File: config.mk
export PLATFORM = sky130hd
export DESIGN_NAME = vga_ctrl
export DESIGN_NICKNAME = d
export VERILOG_FILES = /design/src/wave_disp_pkg.sv /design/src/vga_ctrl.sv
export VERILOG_INCLUDE_DIRS = /design/src
export SDC_FILE = /design/constraint.sdc
export NUM_CORES = 1
export LEC_CHECK = 0
export ABC_CLOCK_PERIOD_IN_PS = 1800
export CORE_AREA = 2 2 66 68
export DETAILED_ROUTE_END_ITERATION = 10
export DIE_AREA = 0 0 68 70
export DONT_BUFFER_PORTS = 1
export PLACE_DENSITY_LB_ADDON = 0.3
export SLEW_MARGIN = 0
export SYNTH_ARGS = -nofsm -noshare
export SYNTH_HDL_FRONTEND = slang
export SYNTH_SLANG_ARGS = --single-unit
File: constraint.sdc
create_clock -name sys_clk -period 1.8 [get_ports sys_clk]
set_input_delay 0.27 -clock sys_clk [delete_from_list [all_inputs] [get_ports sys_clk]]
set_output_delay 0.27 -clock sys_clk [all_outputs]
set_load 0.05 [all_outputs]
File: src/wave_disp_defs.svh
`ifndef WAVE_DISP_DEFS_SVH
`define WAVE_DISP_DEFS_SVH

//////////////////////////////////////////////////////////////////////
// video mode, one column per sample and one row per level
//////////////////////////////////////////////////////////////////////

// horizontal, in pixel clocks
`define H_ACTIVE      300
`define H_FP          8
`define H_SYNC        16
`define H_BP          16
// 340 clocks per line
`define H_TOTAL       (`H_ACTIVE + `H_FP + `H_SYNC + `H_BP)

// vertical, in lines
`define V_ACTIVE      256
`define V_FP          2
`define V_SYNC        2
`define V_BP          4
// 264 lines per frame
`define V_TOTAL       (`V_ACTIVE + `V_FP + `V_SYNC + `V_BP)

// graticule spacing
`define GRID_X        30
`define GRID_Y        32

// rgb565 colours, yellow trace on grey grid over black
`define COL_TRACE     16'hffe0
`define COL_GRID      16'h8410
`define COL_BG        16'h0000

// apb map, samples at 4n from 0, control above them
`define APB_CTRL_ADDR 12'h800

`endif

File: src/wave_disp_pkg.sv
package wave_disp_pkg;

    //////////////////////////////////////////////////////////////////////
    // vector types
    //////////////////////////////////////////////////////////////////////

    // raster column or row
    typedef logic [11:0] pix_coord_t;
    // one stored sample, 0 is the bottom row
    typedef logic [7:0]  sample_t;
    // sample index 0..299
    typedef logic [8:0]  wave_addr_t;
    // r in 15:11, g in 10:5, b in 4:0
    typedef logic [15:0] rgb565_t;
    // apb byte address and data word
    typedef logic [11:0] apb_addr_t;
    typedef logic [31:0] apb_data_t;

    //////////////////////////////////////////////////////////////////////
    // bundles
    //////////////////////////////////////////////////////////////////////

    // sync bits of one pixel, active high
    typedef struct packed {
        logic hs;
        logic vs;
        logic de;
    } video_sync_t;

    // host side of apb
    typedef struct packed {
        logic      psel;
        logic      penable;
        logic      pwrite;
        apb_addr_t paddr;
        apb_data_t pwdata;
    } apb_req_t;

    // slave side of apb
    typedef struct packed {
        apb_data_t prdata;
        logic      pready;
        logic      pslverr;
    } apb_rsp_t;

endpackage

File: src/vga_ctrl.sv
`timescale 1ns/100ps
`include "wave_disp_defs.svh"

module vga_ctrl (
    input  logic                         sys_clk,
    input  logic                         rst_n,
    input  wave_disp_pkg::rgb565_t       pix_data,
    output wave_disp_pkg::pix_coord_t    pix_x,
    output wave_disp_pkg::pix_coord_t    pix_y,
    output wave_disp_pkg::video_sync_t   sync,
    output logic                         ram_rd_en,
    output wave_disp_pkg::wave_addr_t    wave_rd_addr,
    output logic                         ram_rd_over,
    output wave_disp_pkg::rgb565_t       rgb
);

    // sync windows, active region starts at count 0
    localparam int HS_START = `H_ACTIVE + `H_FP;
    localparam int HS_END   = HS_START + `H_SYNC;
    localparam int VS_START = `V_ACTIVE + `V_FP;
    localparam int VS_END   = VS_START + `V_SYNC;

    wave_disp_pkg::pix_coord_t  cnt_h;
    wave_disp_pkg::pix_coord_t  cnt_v;
    logic                       h_act;
    logic                       v_act;
    logic                       last_rd;
    wave_disp_pkg::video_sync_t sync_s0;
    wave_disp_pkg::video_sync_t sync_s1;

    //////////////////////////////////////////////////////////////////////
    // stage 0, raster counters
    //////////////////////////////////////////////////////////////////////

    // parked on the last clock of the frame so reset is blank
    always_ff @(posedge sys_clk or negedge rst_n) begin
        if (!rst_n) begin
            cnt_h <= wave_disp_pkg::pix_coord_t'(`H_TOTAL - 1);
            cnt_v <= wave_disp_pkg::pix_coord_t'(`V_TOTAL - 1);
        end else if (cnt_h == wave_disp_pkg::pix_coord_t'(`H_TOTAL - 1)) begin
            cnt_h <= '0;
            // line wrap
            if (cnt_v == wave_disp_pkg::pix_coord_t'(`V_TOTAL - 1))
                cnt_v <= '0;
            else
                cnt_v <= cnt_v + 1'b1;
        end else begin
            cnt_h <= cnt_h + 1'b1;
        end
    end

    // window decode
    assign h_act = (cnt_h < `H_ACTIVE);
    assign v_act = (cnt_v < `V_ACTIVE);

    assign sync_s0.de = h_act && v_act;
    assign sync_s0.hs = (cnt_h >= HS_START) && (cnt_h < HS_END);
    // row based, so vs spans whole lines
    assign sync_s0.vs = (cnt_v >= VS_START) && (cnt_v < VS_END);

    // one read per visible column, address is the column
    assign ram_rd_en    = sync_s0.de;
    assign wave_rd_addr = cnt_h[8:0];

    // read of column 299 on row 255
    assign last_rd = (cnt_h == wave_disp_pkg::pix_coord_t'(`H_ACTIVE - 1))
                     && (cnt_v == wave_disp_pkg::pix_coord_t'(`V_ACTIVE - 1));

    //////////////////////////////////////////////////////////////////////
    // stage 1 and 2, align with ram data and pixel register
    //////////////////////////////////////////////////////////////////////

    always_ff @(posedge sys_clk or negedge rst_n) begin
        if (!rst_n) begin
            sync_s1     <= '0;
            sync        <= '0;
            ram_rd_over <= 1'b0;
        end else begin
            sync_s1     <= sync_s0;
            sync        <= sync_s1;
            // frame end pulse, one clock after the last read
            ram_rd_over <= last_rd;
        end
    end

    // coordinates ride alongside wave_rd_data
    always_ff @(posedge sys_clk) begin
        pix_x <= cnt_h;
        pix_y <= cnt_v;
    end

    // blank outside the active window
    assign rgb = sync.de ? pix_data : '0;

    // data enable only inside the blanking-free window
    a_de_blank: assert property (@(posedge sys_clk) disable iff (!rst_n)
        sync.de |-> !(sync.hs || sync.vs));

endmodule

Yosys cells after proc, flatten, opt, wreduce, memory -nomap -nowiden
Index checks and enable logic that the tools add are counted.
Widths: inputs -> output; s select.
- bits of input ports: 18
- output and inout port bits: 54
- word-level logic and storage cells: 30
- flip-flop bits (word level): 55
- muxes and demuxes: 3
- $add $sub $neg: 2
- order comparisons: 6
- reductions and logical operators: 4
- equality and inequality tests: 4
- operators by type and width (operator ; count):
    $lt 12x9->1 const B ; 4
    $eq 12x9->1 const B ; 3
    $add 12x1->12 const B ; 2
    $ge 12x9->1 const B ; 2
    $mux 12 ; 2
    $mux 16 ; 1
    $eq 12x8->1 const B ; 1
    $logic_and 1x1->1 ; 4

Depth between registers and ports, before layout
- depth after elaboration: 2
- mapped depth: 6
- depth with buffers taken out: 5

Least setup slack after synthesis
No wires, ideal clock.
- path kind: reg-to-reg
- from: register cnt_h[6]
- to: register cnt_v[7]
- data required time: 1674 ps
- cell stages (with the launch flop): 6
- buffers on the path: 1
- arrival time: 1778 ps
- period minus slack after synthesis: 1904 ps
- setup slack: -104 ps
- library setup time: 126 ps
- cells stage by stage: dfstp_2 buf_4 or4b_4 nor4_4 nand3_1 xnor2_1
- longest elaborated chain between the ends: 1
- RTL lines (what ; RTL line ; source):
    from (decl) ; vga_ctrl.sv:23 ; wave_disp_pkg::pix_coord_t cnt_h;
    from (signal assigned) ; vga_ctrl.sv:38 ; cnt_h <= wave_disp_pkg::pix_coord_t'(`H_TOTAL - 1);
    from (signal assigned) ; vga_ctrl.sv:48 ; cnt_h <= cnt_h + 1'b1;
    $eq 12x9->1 ; vga_ctrl.sv:40 ; end else if (cnt_h == wave_disp_pkg::pix_coord_t'(`H_TOTAL - 1)) begin
    to (signal assigned) ; vga_ctrl.sv:39 ; cnt_v <= wave_disp_pkg::pix_coord_t'(`V_TOTAL - 1);
    to (signal assigned) ; vga_ctrl.sv:46 ; cnt_v <= cnt_v + 1'b1;
    to (decl) ; vga_ctrl.sv:24 ; wave_disp_pkg::pix_coord_t cnt_v;
No other way between the ends.
A chain may end at the register's enable or synchronous reset.

Worst setup path after layout
- from: register cnt_h[11]
- to: output ram_rd_en
- longest elaborated chain between the ends: 2
- RTL lines (what ; RTL line ; source):
    $lt 12x9->1 (no line) ; n/a ;
    $logic_and 1x1->1 ; vga_ctrl.sv:56 ; assign sync_s0.de = h_act && v_act;
    to (decl) ; vga_ctrl.sv:11 ; output logic ram_rd_en,
No other way between the ends.

==> impl_metrics.yaml <==
critical_path:
  crit_path_end_kind: "output pin"
  critPathBufInv: 0
  cpMaxStageDelayCell: "dfrtp_1"
  cp.arrival_ps: 1660
  path_delay_family: "simple AND/OR/NAND/NOR gates"
  reg2regPathDepth: 4
  crit_required_ps: 1530
  path_depth: 4
  critPathLaunchType: "register"
  criticalPathCategory: "register to output pin"
  slowest_delay_ps: 390
  crit_chain: "or3_4 > nor2_2 > nand3_2 > o2111a_2"
  crit_path_max_fanout: 2
clocking:
  clock_path_buffers: 2
  htree_levels: 2
  worstSkewPairLatency_ps: 310
  cts_tree: "done"
  cts-root-buf: "clkbuf_8"
  cts.sinks: 55
  cts_made_buffers: 5
  clk_pin_slew_ps: 100
sta:
  skew_ps: 12.9
  setup_violations: 3
  timing.fmax_mhz: 517
  final_hold_viol_count: 0
  worstMarginPinSlew_ps: 494
  relSlewSlack_pct: 67.0
  hold_ws_ps: 344
  fin_crit_ps: 1930
  rsz0062_at_grt: "yes"
  setup_ws_ps: -134
  finalMaxSlewViolations: 0
  min_period_over_period_pct: 107
  fin_setup_tns_ps: -163
detailed_routing:
  drc: 0
  via_per_inst: 5.40
  wire_per_inst_um: 15.6
  vias: 1502
  first_iter_violations: 76
  drtAntennaViolNets: 0
  wl_mm: 4.34
  first_pass_iters: 4
final_layout:
  drive_gt1_share_pct: 35.8
  area_growth_pct: 22.7
  final_cell_mix: "43 x buf_4, 24 x dfxtp_1, 22 x dfrtp_1, 17 x and2_1, 14 x xnor2_1"
  fillers: 334
  fin_nets: 246
  mostFrequentLayoutCell: "buf_4"
  diodes: 0
grt:
  grt_pass1_vias: 1423
  grt_use_total_pct: 19.6
  antenna_found_initial: 0
  grt_max_degree: 32
  overflow: 0
  grt_first_pass_wirelength_mm: 6.86
power:
  peakVddDrop_v: 0.000434
  leakage_nw: 1.11
  totalPowerFinal_mw: 2.03
  power.density_nw_per_um2: 773
status:
  violations: "negative setup slack"
  status: "finished with violations"
yosys:
  yosysWarningCount: 0
  synthCells: 185
  synthesis.nets: 206
  ys.flop_type: "dfxtp_1"
  async_reset_ff_share_pct: 56.4
  synth-seq-cells: 55
  ys_types: 38
  ys_seq_area_share_pct: 59.1
  syn_area_um2: 2140
  synth_edf_count: 0
  avgSynthCellArea_um2: 11.6
die:
  die-area_um2: 4760
  start_util_pct: 51.7
  fp.dieW_um: 68
  die_h_um: 70
  core_area_um2: 4140
  rows: 24
  io_pins: 72
place:
  place_congestion: 0.994
  dp_hpwl_mm: 3.08
  port_buffers: 0
hold_path:
  min_path_type: "register to register"
  whs_path_depth: 0
run:
  maxCapViolCount: 0
[per-stage QoR]
stage                     utilization (%)  instances  instance area (um^2)  worst slack, ps
final                                63.4        278                  2630             -134
after global routing                 63.4        278                  2630             -176
after CTS                            62.3        276                  2580             -146
after detailed placement             58.0        262                  2400            -15.8
after global placement               58.0        262                  2400             14.7
after floorplan                         -        185                  2150            -52.3
[report_power, final]
part | switching [mW] | internal (mW) | leakage [nW]
Combinational | 0.0925 | 0.0387 | 0.481
Clock | 0.399 | 0.275 | 0.0483
Sequential | 0 | 1.23 | 0.580
[worst register-to-register path, stage by stage (launching register included)]
cell and delay (ps):
dfstp_2 550, or4b_4 520, or4_1 450, o22ai_1 140, a21oi_1 50
[cells by family after synthesis]
| kind of cell | after synthesis | synth area share [%] |
|---|---|---|
| XOR/XNOR | 18 | 7.71 |
| adder cells (fa/ha/maj) | 3 | 1.75 |
| flip-flops | 55 | 59.1 |
| buffers and inverters | 17 | 5.08 |
| AND/OR/NAND/NOR | 83 | 23.1 |
| multiplexers | 1 | 0.525 |
| AO/OA/AOI/OAI | 8 | 2.74 |
[Yosys cell counts (2+ instances only)]
library cell | count | share of area, %
inv_1 | 3 | 0.53
dfstp_2 | 9 | 11
nand4b_1 | 2 | 0.82
buf_4 | 10 | 3.5
nand3_1 | 11 | 2.6
nor4_4 | 2 | 2.0
and3_1 | 3 | 0.88
nor3_1 | 4 | 0.93
and2_1 | 17 | 5.0
nand4_1 | 8 | 2.3
nor2_1 | 12 | 2.1
nor4_1 | 3 | 0.88
ha_1 | 3 | 1.8
dfxtp_1 | 24 | 22
clkbuf_1 | 3 | 0.53
xnor2_1 | 14 | 5.7
nand2_1 | 12 | 2.1
xor2_1 | 3 | 1.2
or4_1 | 2 | 0.70
dfrtp_1 | 22 | 26
[timing repair]
item	CTS	global route
setup endpoints to repair	8	13
resized for setup	4	7
buffers inserted	4	2
hold buffers	2	0
endpoints found under the hold margin	31	0
pin swaps	4	6
cloned	0	0
[final timing paths]
path	from	end	slack [ps]
max in group asynchronous	rst_n	cnt_v[0]	1170
hold reg to reg	sync_s1[2]	sync[2]	340
setup reg to reg	cnt_h[6]	cnt_v[3]	-20
hold / removal	sync_s1[2]	sync[2]	340
setup / recovery	cnt_h[11]	ram_rd_en	-130
min in group asynchronous	rst_n	cnt_h[7]	380
[final cells by class]
class                      instances  area, um^2  area share (%)
timing repair buffer              47         384            14.6
inverter                           3        11.3           0.428
clock buffer                       5        68.8            2.62
multi-input combinational        113         813            30.9
tap                               52        65.1            2.48
clock inverter                     3        18.8           0.714
sequential                        55        1270            48.2
[flip-flops by register name (all words and copies together) (netlist names)]
| register | flops |
|---|---|
| sync_s1 | 3 |
| cnt_h | 12 |
| pix_x | 12 |
| cnt_v | 12 |
| sync | 3 |
| ram_rd_over | 1 |
| pix_y | 12 |
[routing by layer]
layer / share of wire (%) / wire [um] / GRT usage [%]
met1: 41 / 1780 / 25.2
met2: 49 / 2110 / 30.3
met3: 8.7 / 378 / 6.28
met4: 1.6 / 68 / 7.56
met5: 0 / 0 / 0
No activity file was read; power rests on OpenSTA's default activity.
