$ cat config.mk
export PLATFORM = sky130hd
export DESIGN_NAME = vga_pic
export DESIGN_NICKNAME = d
export VERILOG_FILES = /design/src/wave_disp_pkg.sv /design/src/vga_pic.sv
export VERILOG_INCLUDE_DIRS = /design/src
export SDC_FILE = /design/constraint.sdc
export NUM_CORES = 1
export LEC_CHECK = 0
export BUFFER_PORTS_ARGS = -buffer_cell sky130_fd_sc_hd__buf_2
export CAP_MARGIN = 25
export CELL_PAD_IN_SITES_DETAIL_PLACEMENT = 1
export CELL_PAD_IN_SITES_GLOBAL_PLACEMENT = 2
export CORE_ASPECT_RATIO = 2
export CORE_MARGIN = 4
export CORE_UTILIZATION = 30
export CTS_BUF_LIST = sky130_fd_sc_hd__clkbuf_4 sky130_fd_sc_hd__clkbuf_8 sky130_fd_sc_hd__clkbuf_16
export DETAILED_ROUTE_END_ITERATION = 8
export PLACE_DENSITY_LB_ADDON = 0.1
export RECOVER_POWER = 100
export REMOVE_ABC_BUFFERS = 1
export SYNTH_ARGS = -nofsm -noshare
export SYNTH_HDL_FRONTEND = slang
export SYNTH_SLANG_ARGS = --single-unit
$ cat constraint.sdc
create_clock -name sys_clk -period 0.8 [get_ports sys_clk]
set_input_delay 0.16 -clock sys_clk [delete_from_list [all_inputs] [get_ports sys_clk]]
set_output_delay 0.16 -clock sys_clk [all_outputs]
set_load 0.01 [all_outputs]
$ cat src/wave_disp_defs.svh
`ifndef WAVE_DISP_DEFS_SVH
`define WAVE_DISP_DEFS_SVH

//////////////////////////////////////////////////////////////////////
// video mode, one column per sample and one row per level
//////////////////////////////////////////////////////////////////////

// horizontal, in pixel clocks
`define H_ACTIVE      300
`define H_FP          8
`define H_SYNC        16
`define H_BP          16
// 340 clocks per line
`define H_TOTAL       (`H_ACTIVE + `H_FP + `H_SYNC + `H_BP)

// vertical, in lines
`define V_ACTIVE      256
`define V_FP          2
`define V_SYNC        2
`define V_BP          4
// 264 lines per frame
`define V_TOTAL       (`V_ACTIVE + `V_FP + `V_SYNC + `V_BP)

// graticule spacing
`define GRID_X        30
`define GRID_Y        32

// rgb565 colours, yellow trace on grey grid over black
`define COL_TRACE     16'hffe0
`define COL_GRID      16'h8410
`define COL_BG        16'h0000

// apb map, samples at 4n from 0, control above them
`define APB_CTRL_ADDR 12'h800

`endif

$ cat src/wave_disp_pkg.sv
package wave_disp_pkg;

    //////////////////////////////////////////////////////////////////////
    // vector types
    //////////////////////////////////////////////////////////////////////

    // raster column or row
    typedef logic [11:0] pix_coord_t;
    // one stored sample, 0 is the bottom row
    typedef logic [7:0]  sample_t;
    // sample index 0..299
    typedef logic [8:0]  wave_addr_t;
    // r in 15:11, g in 10:5, b in 4:0
    typedef logic [15:0] rgb565_t;
    // apb byte address and data word
    typedef logic [11:0] apb_addr_t;
    typedef logic [31:0] apb_data_t;

    //////////////////////////////////////////////////////////////////////
    // bundles
    //////////////////////////////////////////////////////////////////////

    // sync bits of one pixel, active high
    typedef struct packed {
        logic hs;
        logic vs;
        logic de;
    } video_sync_t;

    // host side of apb
    typedef struct packed {
        logic      psel;
        logic      penable;
        logic      pwrite;
        apb_addr_t paddr;
        apb_data_t pwdata;
    } apb_req_t;

    // slave side of apb
    typedef struct packed {
        apb_data_t prdata;
        logic      pready;
        logic      pslverr;
    } apb_rsp_t;

endpackage

$ cat src/vga_pic.sv
`timescale 1ns/100ps
`include "wave_disp_defs.svh"

module vga_pic (
    input  logic                         sys_clk,
    input  logic                         rst_n,
    input  wave_disp_pkg::pix_coord_t    pix_x,
    input  wave_disp_pkg::pix_coord_t    pix_y,
    input  wave_disp_pkg::sample_t       wave_rd_data,
    output wave_disp_pkg::rgb565_t       pix_data
);

    wave_disp_pkg::pix_coord_t trace_row;
    logic                      on_trace;
    logic                      on_grid_x;
    logic                      on_grid_y;
    wave_disp_pkg::rgb565_t    pix_next;

    //////////////////////////////////////////////////////////////////////
    // hit tests on the stage 1 coordinates
    //////////////////////////////////////////////////////////////////////

    // level 0 sits on the bottom row
    assign trace_row = {4'd0, 8'd255 - wave_rd_data};
    assign on_trace  = (pix_y == trace_row);

    // vertical grid lines every 30 columns
    assign on_grid_x = ((pix_x % `GRID_X) == 0);
    // horizontal grid lines every 32 rows
    assign on_grid_y = ((pix_y % `GRID_Y) == 0);

    // trace over grid over background
    always_comb begin
        if (on_trace)
            pix_next = `COL_TRACE;
        else if (on_grid_x || on_grid_y)
            pix_next = `COL_GRID;
        else
            pix_next = `COL_BG;
    end

    //////////////////////////////////////////////////////////////////////
    // stage 2 pixel register
    //////////////////////////////////////////////////////////////////////

    always_ff @(posedge sys_clk or negedge rst_n) begin
        if (!rst_n)
            pix_data <= `COL_BG;
        else
            pix_data <= pix_next;
    end

endmodule

Word level (Yosys, flattened, before mapping)
Index checks and enable logic that the tools add are counted.

Flip-flop bits (word level): 16. Input bits: 34. Output and inout bits: 16. Logic and storage cells: 9.

$add $sub $neg: 1. Divide/modulo/power cells: 1. Eq/ne operators: 1. Multiplexer cells: 2. Reductions and logical operators: 3.

Operators by type and width (number): zero test 32 bit (2); modulo 12 x 5 -> 32 bit, second input constant (1); 2-to-1 mux 16 bit (2); equality test 12 x 8 -> 1 bit (1); subtractor 8 bit, first input constant (1); logical OR 1 bit (1).

Longest topological paths before layout
Gate-level depths: netlist (run 1).

Word-level depth: 5. Depth in mapped cells: 23. Gate-level depth less buffers: 20.

Least setup slack after synthesis (run 1)
No wires, ideal clock.

Path kind: input-to-reg. Start point: in pix_x[8]. End point: reg pix_data[4]. Library setup time: 0.072 ns. Arrival time: 4.187 ns. Setup slack: -3.460 ns. Stages: 21. Path buffers: 3. Path through: buf_4 -> and3_1 -> ha_1 -> nand4b_1 -> mux2i_1 -> or2_1 -> mux2i_1 -> nor2_2 -> or2_1 -> buf_2 -> a2111o_1 -> and3_1 -> buf_6 -> o31ai_1 -> nand2_1 -> ha_1 -> nor3_1 -> mux2i_1 -> nor4_1 -> o211ai_1 -> nor2_1.

Longest elaborated chain between the ends: 5.

Ends and longest elaborated chain: from (decl) (line vga_pic.sv:7) `input wave_disp_pkg::pix_coord_t pix_x,`; modulo 12 x 5 -> 32 bit (no line); zero test 32 bit (line vga_pic.sv:28) `` assign on_grid_x = ((pix_x % `GRID_X) == 0); ``; logical OR 1 bit (line vga_pic.sv:36) `else if (on_grid_x || on_grid_y)`; 2-to-1 mux 16 bit (line vga_pic.sv:36); 2-to-1 mux 16 bit (line vga_pic.sv:34) `if (on_trace)`; named net pix_next[4] (line vga_pic.sv:17) `wave_disp_pkg::rgb565_t pix_next;`; to (signal assigned) (line vga_pic.sv:48) `` pix_data <= `COL_BG; ``; to (signal assigned) (line vga_pic.sv:50) `pix_data <= pix_next;`; to (decl) (line vga_pic.sv:10) `output wave_disp_pkg::rgb565_t pix_data`.

The timed path passes the listed nets, and every way through them passes these cells.

Final worst setup path (run 1)
Start point: in pix_x[11]. End point: reg pix_data[10].

The elaborated chain is that of the path after synthesis.

==> results by group, run 1 <==
Synthesis
  – Register area share after synthesis: 0.03849
  – Synth warnings: 0
  – Yosys reg bits: 3
  – Synth async-reset ratio: 1.000
  – Top FF cell, synth: dfrtp_1
  – Syn Std Cell Area: 1951 sq um
  – Count of cell types in the netlist: 78
  – Cells after Synth: 276
  – Syn_area_per_cell: 7.067 sq um
  – Post-synth EDFFs: 0

Clock tree
  – Clock root buffer: clkbuf_16
  – Clock Path Buffers: 2
  – Clock transition at path regs: 30 ps
  – CTS tree: built
  – H-tree depth: 1
  – CTS Buf Count: 3
  – CTS sink cnt: 3

Floorplanning
  – Die Width: 65.02 microns
  – Core Area: 6310 sq um
  – Num ports: 50
  – Total die area: 7934 sq um
  – Die extent in y: 122.0 microns
  – Starting Density: 0.3091
  – Core Rows: 41

Timing
  – Fin crit period: 4058 ps
  – Hold Violations, Final: 0
  – Final WS setup: -3258 ps
  – Fin crit share: 5.072
  – Max Clk Rate: 246.5 MHz
  – Final setup fails: 15
  – Max Slew Vio Count: 0
  – RSZ-0062 raised after global routing: yes

Min path
  – Hold Path Class: input port to async pin

Drt
  – DRT antenna net count: 0
  – Detailed Routing Iterations Pass 1: 4
  – DR iter-0 viols: 93
  – Routed WL: 10700 microns
  – Via count: 2935
  – Wire length per cell: 21.18 microns
  – DR DRC count: 0
  – Drt via density: 5.812

Critical path
  – Worst EP arrival: 4160 ps
  – CP Class: input port to register
  – CP Cell Sequence: buf_2 > buf_6 > o211ai_1 > buf_4 > and2_1 > o21a_1 > buf_4 > a21oi_2 > xnor2_1 > buf_4 > a21boi_0 > buf_4 > o211a_1 > and3_1 > o21ai_0 > buf_4 > a22oi_2 > mux2i_1 > o221ai_1 > o211ai_1 > nand2b_1
  – Crit path max fanout: 15
  – Worst Setup End Kind: register
  – Critical path buffer and inverter count: 7
  – Worst setup startpoint: pix_x[11]
  – Critical Path Max Stage Delay: 370 ps
  – Startpoint Class: input port
  – Worst path slowest cell: a21boi_0
  – CP delay by family, top: compound AO/OA/AOI/OAI gates
  – Critical Path RT: 900 ps
  – Most frequent cell on the critical path: buf_4

Global route
  – Vias in the first global route: 3214
  – Largest net degree at the start of global routing: 23
  – First-pass GRT wire length: 15700 microns
  – Gr usage total: 0.2607
  – Total grt overflow: 0
  – Antenna violations before repair: 0

Finish
  – Multi-input gate area: 1887 sq um
  – Ant. Diodes: 0
  – Top reg by flops: pix_data
  – Largest regs: pix_data x3
  – Layout area overhead: 77.49%
  – Final Instance Area: 3462 sq um
  – Largest register FFs: 3
  – Reg area: 76.32 sq um
  – Nets: 456
  – Share of cells above drive strength 1: 0.5442
  – Fill cells: 795

Power
  – Pleak: 0.001560 uW
  – Max VDD drop: 0.5822 mV
  – Power, Total: 4290 uW
  – PD cells: 1239 nW/um^2

Place
  – Port Buffers: 45
  – GPL Wtd Cong: 0.9541
  – Placed instance area: 2864 sq um
  – DP HPWL: 8542 microns

Outcome
  – Status: finished, violations left
  – Violated checks: negative setup slack

Job
  – Max_cap viols: 0
## logic make-up after synthesis
group | share of synthesized area
other cells | 0.001922
flops | 0.03849
xor+xnor | 0.04490
mux | 0.03335
simple gates | 0.2963
fa+ha+maj | 0.01796
compound gates | 0.4368
buf+inv | 0.1302
## layout make-up
type                       instances  share of cell area
clock buffer                       4             0.02385
inverter                          10             0.01084
multi-input combinational        236              0.5450
sequential                         3             0.02205
tap                               86             0.03108
timing repair buffer             166              0.3672
## power by group
part	total (uW)	leakage [uW]	switching, uW	internal [uW]
clock network	828	0.0000416	136	691
logic	3290	0.00148	1680	1610
registers	174	0.0000398	8.24	166
total	4290	0.00156	1820	2470
## path summary, 6_finish.rpt
kind,slack [ps],endpoint,cells past startpoint
max in group asynchronous,320,pix_data[14]$_DFF_PN0_,2
hold / removal,290,pix_data[4]$_DFF_PN0_,2
min in group sys_clk,340,pix_data[14]$_DFF_PN0_,5
setup / recovery,-3260,pix_data[10]$_DFF_PN0_,21
## cell usage in the layout (no fill, tap or decap), drive strengths merged, types with 3 or more instances in the layout
cell	instances
a2111o	4
a211o	3
a211oi	9
a21boi	5
a21oi	14
a22oi	3
a2bb2oi	5
and2	7
and3	8
buf	164
clkbuf	5
conb	4
dfrtp	3
inv	10
mux2i	5
nand2	19
nand2b	4
nand3	9
nand4	4
nand4b	5
nor2	22
nor3	9
nor4	5
o211a	4
o211ai	8
o21a	4
o21ai	13
o221a	4
o31ai	4
or2	5
xnor2	8
## metal layers
metal  up-vias  track usage  share of wire
met5         -            0              0
met2       111       0.5690           0.61
met1      1423       0.1840           0.27
met4         0       0.2052          0.096
li1       1342            -              -
met3        59      0.01753          0.024
## cells in the mapped netlist, types with 5 or more instances
| cell | instances | area, sq um |
|---|---|---|
| a211oi_1 | 8 | 60.06 |
| a21oi_1 | 13 | 65.06 |
| and2_1 | 6 | 37.54 |
| and3_1 | 8 | 50.05 |
| buf_2 | 5 | 25.02 |
| buf_4 | 15 | 112.6 |
| inv_1 | 9 | 33.78 |
| mux2i_1 | 5 | 50.05 |
| nand2_1 | 19 | 71.32 |
| nand3_1 | 9 | 45.04 |
| nand4b_1 | 5 | 43.79 |
| nor2_1 | 21 | 78.83 |
| nor3_1 | 9 | 45.04 |
| nor4_1 | 5 | 31.28 |
| o211ai_1 | 8 | 60.06 |
| o21ai_0 | 9 | 45.04 |
| xnor2_1 | 8 | 70.07 |
## timing repair
item	CTS	global route
hold buffers	1	0
resized for setup	47	31
hold endpoints to repair	3	0
setup endpoints to repair	15	15
pin swaps	26	14
setup buffers	11	6
## per-stage QoR
stage               worst slack (ps)  setup TNS [ps]  std cells  hold WS (ps)    util
finish                         -3258           -9310        505         292.7  0.5487
global placement               -3713           -7951        483        -43.30  0.4539
detailed placement             -3826           -8157        483        -40.30  0.4539
floorplan                      -3230           -8294        249        -135.6       -
global route                   -3511           -9991        505         310.1  0.5487
CTS                            -3157           -9001        499         274.2  0.5144
Note: power is estimated with default switching activity, not from simulation.
==> inputs of run 2 (changes only) <==
--- a/config.mk
+++ b/config.mk
@@ -16,7 +16,6 @@
 export CTS_BUF_LIST = sky130_fd_sc_hd__clkbuf_4 sky130_fd_sc_hd__clkbuf_8 sky130_fd_sc_hd__clkbuf_16
 export DETAILED_ROUTE_END_ITERATION = 8
 export PLACE_DENSITY_LB_ADDON = 0.1
-export RECOVER_POWER = 100
 export REMOVE_ABC_BUFFERS = 1
 export SYNTH_ARGS = -nofsm -noshare
 export SYNTH_HDL_FRONTEND = slang
==> run 2 against run 1 <==
Compared with the run above: the flow still finishes with violations (negative setup slack); worst setup slack about the same; largest power group unchanged; final area about the same; critical path depth unchanged; non-clock buffer count unchanged; total power about the same.
==> results by group, run 2 (same netlist as run 1, synthesis figures left out) <==
Outcome
  – Status: finished, violations left
  – Violated checks: negative setup slack

Critical path
  – Worst Setup End Kind: register
  – CP Class: input port to register
  – Worst setup startpoint: pix_x[11]
  – Critical Path Sink: pix_data[10]$_DFF_PN0_
  – Startpoint Class: input port
  – Worst EP arrival: 4160 ps (about the same)
  – Critical Path RT: 900 ps (about the same)
  – Crit path max fanout: 15 (unchanged)

Finish
  – Top reg by flops: pix_data
  – Final Instance Area: 3463 sq um (about the same)
  – Share of cells above drive strength 1: 0.5465 (+0.002387)
  – Layout area overhead: 77.55% (about the same)
  – Ant. Diodes: 0 (unchanged)
  – Most common cell after layout, fill and taps aside: buf_4
  – Post-layout util: 0.5489 (about the same)
  – Largest register FFs: 3 (unchanged)
  – Nets: 456 (unchanged)
  – Largest regs: pix_data x3
  – Commonest cells after routing, fill and taps aside: 110 x buf_4, 32 x buf_2, 21 x nor2_1, 21 x buf_6, 16 x nand2_1

Drt
  – DR DRC count: 0 (unchanged)
  – DR iter-0 viols: 93 (unchanged)
  – Routed WL: 10700 microns (about the same)
  – Wire length per cell: 21.19 microns (about the same)
  – DRT antenna net count: 0 (unchanged)
  – Detailed Routing Iterations Pass 1: 4 (unchanged)
  – Drt via density: 5.798 (-0.24%)
  – Via count: 2928 (-0.24%)

Global route
  – Largest net degree at the start of global routing: 23 (unchanged)
  – Total grt overflow: 0 (unchanged)
  – Gr usage total: 0.2607 (unchanged)
  – First-pass GRT wire length: 15700 microns (unchanged)
  – Vias in the first global route: 3214 (unchanged)
  – Antenna violations before repair: 0 (unchanged)

Timing
  – Final setup fails: 15 (unchanged)
  – Fin crit period: 4058 ps (+0.1000 ps)
  – Fin crit share: 5.072 (about the same)
  – Max Clk Rate: 246.4 MHz (about the same)
  – Hold Violations, Final: 0 (unchanged)
  – Hold slack: 274.1 ps (-18.61 ps)
  – RSZ-0062 raised after global routing: yes
  – Final WS setup: -3258 ps (-0.1000 ps)
  – Max Slew Vio Count: 0 (unchanged)

Floorplanning
  – Core Area: 6310 sq um (unchanged)
  – Die Width: 65.02 microns (unchanged)
  – Num ports: 50 (unchanged)
  – Die extent in y: 122.0 microns (unchanged)
  – Total die area: 7934 sq um (unchanged)
  – Starting Density: 0.3091 (unchanged)
  – Core Rows: 41 (unchanged)

Clock tree
  – H-tree depth: 1 (unchanged)
  – Clock transition at path regs: 30 ps (about the same)
  – Clock Path Buffers: 2 (unchanged)
  – CTS sink cnt: 3 (unchanged)
  – Clock root buffer: clkbuf_16
  – CTS tree: built
  – CTS Buf Count: 3 (unchanged)

Place
  – Port Buffers: 45 (unchanged)
  – GPL Wtd Cong: 0.9541 (unchanged)
  – DP HPWL: 8542 microns (unchanged)
  – Placed instance area: 2864 sq um (unchanged)

Power
  – NetSw: 1821 uW (about the same)
  – Clock power frac: 0.193 (about the same)
  – Combinational fraction of design power: 0.766 (about the same)
  – Pleak: 0.001563 uW (+0.18%)
  – PD cells: 1239 nW/um^2 (about the same)
  – Max VDD drop: 0.5826 mV (about the same)
  – Internal power: 2470 uW (about the same)
  – Power, Total: 4291 uW (about the same)
  – Switch share: 0.4245 (about the same)
  – Sequential power share: 0.041 (about the same)

Min path
  – Hold Path Class: input port to async pin

Job
  – Max_cap viols: 0 (unchanged)
[run 2: cell count changes in the layout (fill, tap and decap cells not counted)]
cell / previous run / this run
buf_2: 31 / 32
clkbuf_1: 1 / 0
[run 2: per-stage QoR]
stage	setup slack [ps]	cells	setup TNS, ps
2_1_floorplan	-3230	249	-8294
3_3_place_gp	-3713	483	-7951
3_5_place_dp	-3826	483	-8157
4_1_cts	-3157	499	-9001
5_1_grt	-3511	505	-9991
6_report	-3258	505	-9310
[run 2: power by group through the flow]
stage | Sequential [uW] | Clock (uW) | Combinational, uW
CTS | 171 | 836 | 3040
finish | 174 | 828 | 3290
global placement | 172 | 0 | 2730
floorplan | 183 | 0 | 1280
detailed placement | 173 | 0 | 2760
global route | 175 | 853 | 3500
[run 2: worst min path at each step]
| stage | startpoint | end | slack [ps] | cells after the start |
|---|---|---|---|---|
| after floorplan | rst_n | pix_data[10]$_DFF_PN0_ | -140 | 0 |
| after global placement | rst_n | pix_data[14]$_DFF_PN0_ | -40 | 1 |
| after detailed placement | rst_n | pix_data[14]$_DFF_PN0_ | -40 | 1 |
| after CTS | rst_n | pix_data[10]$_DFF_PN0_ | 270 | 2 |
| after global routing | rst_n | pix_data[4]$_DFF_PN0_ | 280 | 2 |
| final | rst_n | pix_data[4]$_DFF_PN0_ | 270 | 2 |
[run 2: routing by layer]
layer / vias to the layer above / share of wire / GRT usage
li1: 1342 / - / -
met2: 107 / 0.61 / 0.5690
met1: 1420 / 0.27 / 0.1840
met3: 59 / 0.023 / 0.01753
met5: - / 0 / 0
met4: 0 / 0.096 / 0.2052
[run 2: final cells by class]
class	instances	area (sq um)
fillers	797	2846
flip-flops and latches	3	76.32
repair buffers	166	1272
clock buffers	4	82.58
well taps	86	107.6
multi-input cells	236	1887
inverters	10	37.54
[run 2: timing repair]
action                     4_1_cts  5_1_grt
gates resized for setup         47       31
setup endpoints to repair       15       15
pin swaps                       26       14
setup buffers                   11        6
hold buffers                     1        0
hold endpoints to repair         3        0
[run 2: worst max-delay path: stages]
cell,delay [ps]
buf_2,150
buf_6,180
o211ai_1,110
buf_4,160
and2_1,160
o21a_1,210
buf_4,140
a21oi_2,260
xnor2_1,230
buf_4,200
a21boi_0,370
buf_4,190
o211a_1,260
and3_1,230
o21ai_0,90
buf_4,160
a22oi_2,130
mux2i_1,280
o221ai_1,140
o211ai_1,250
nand2b_1,90
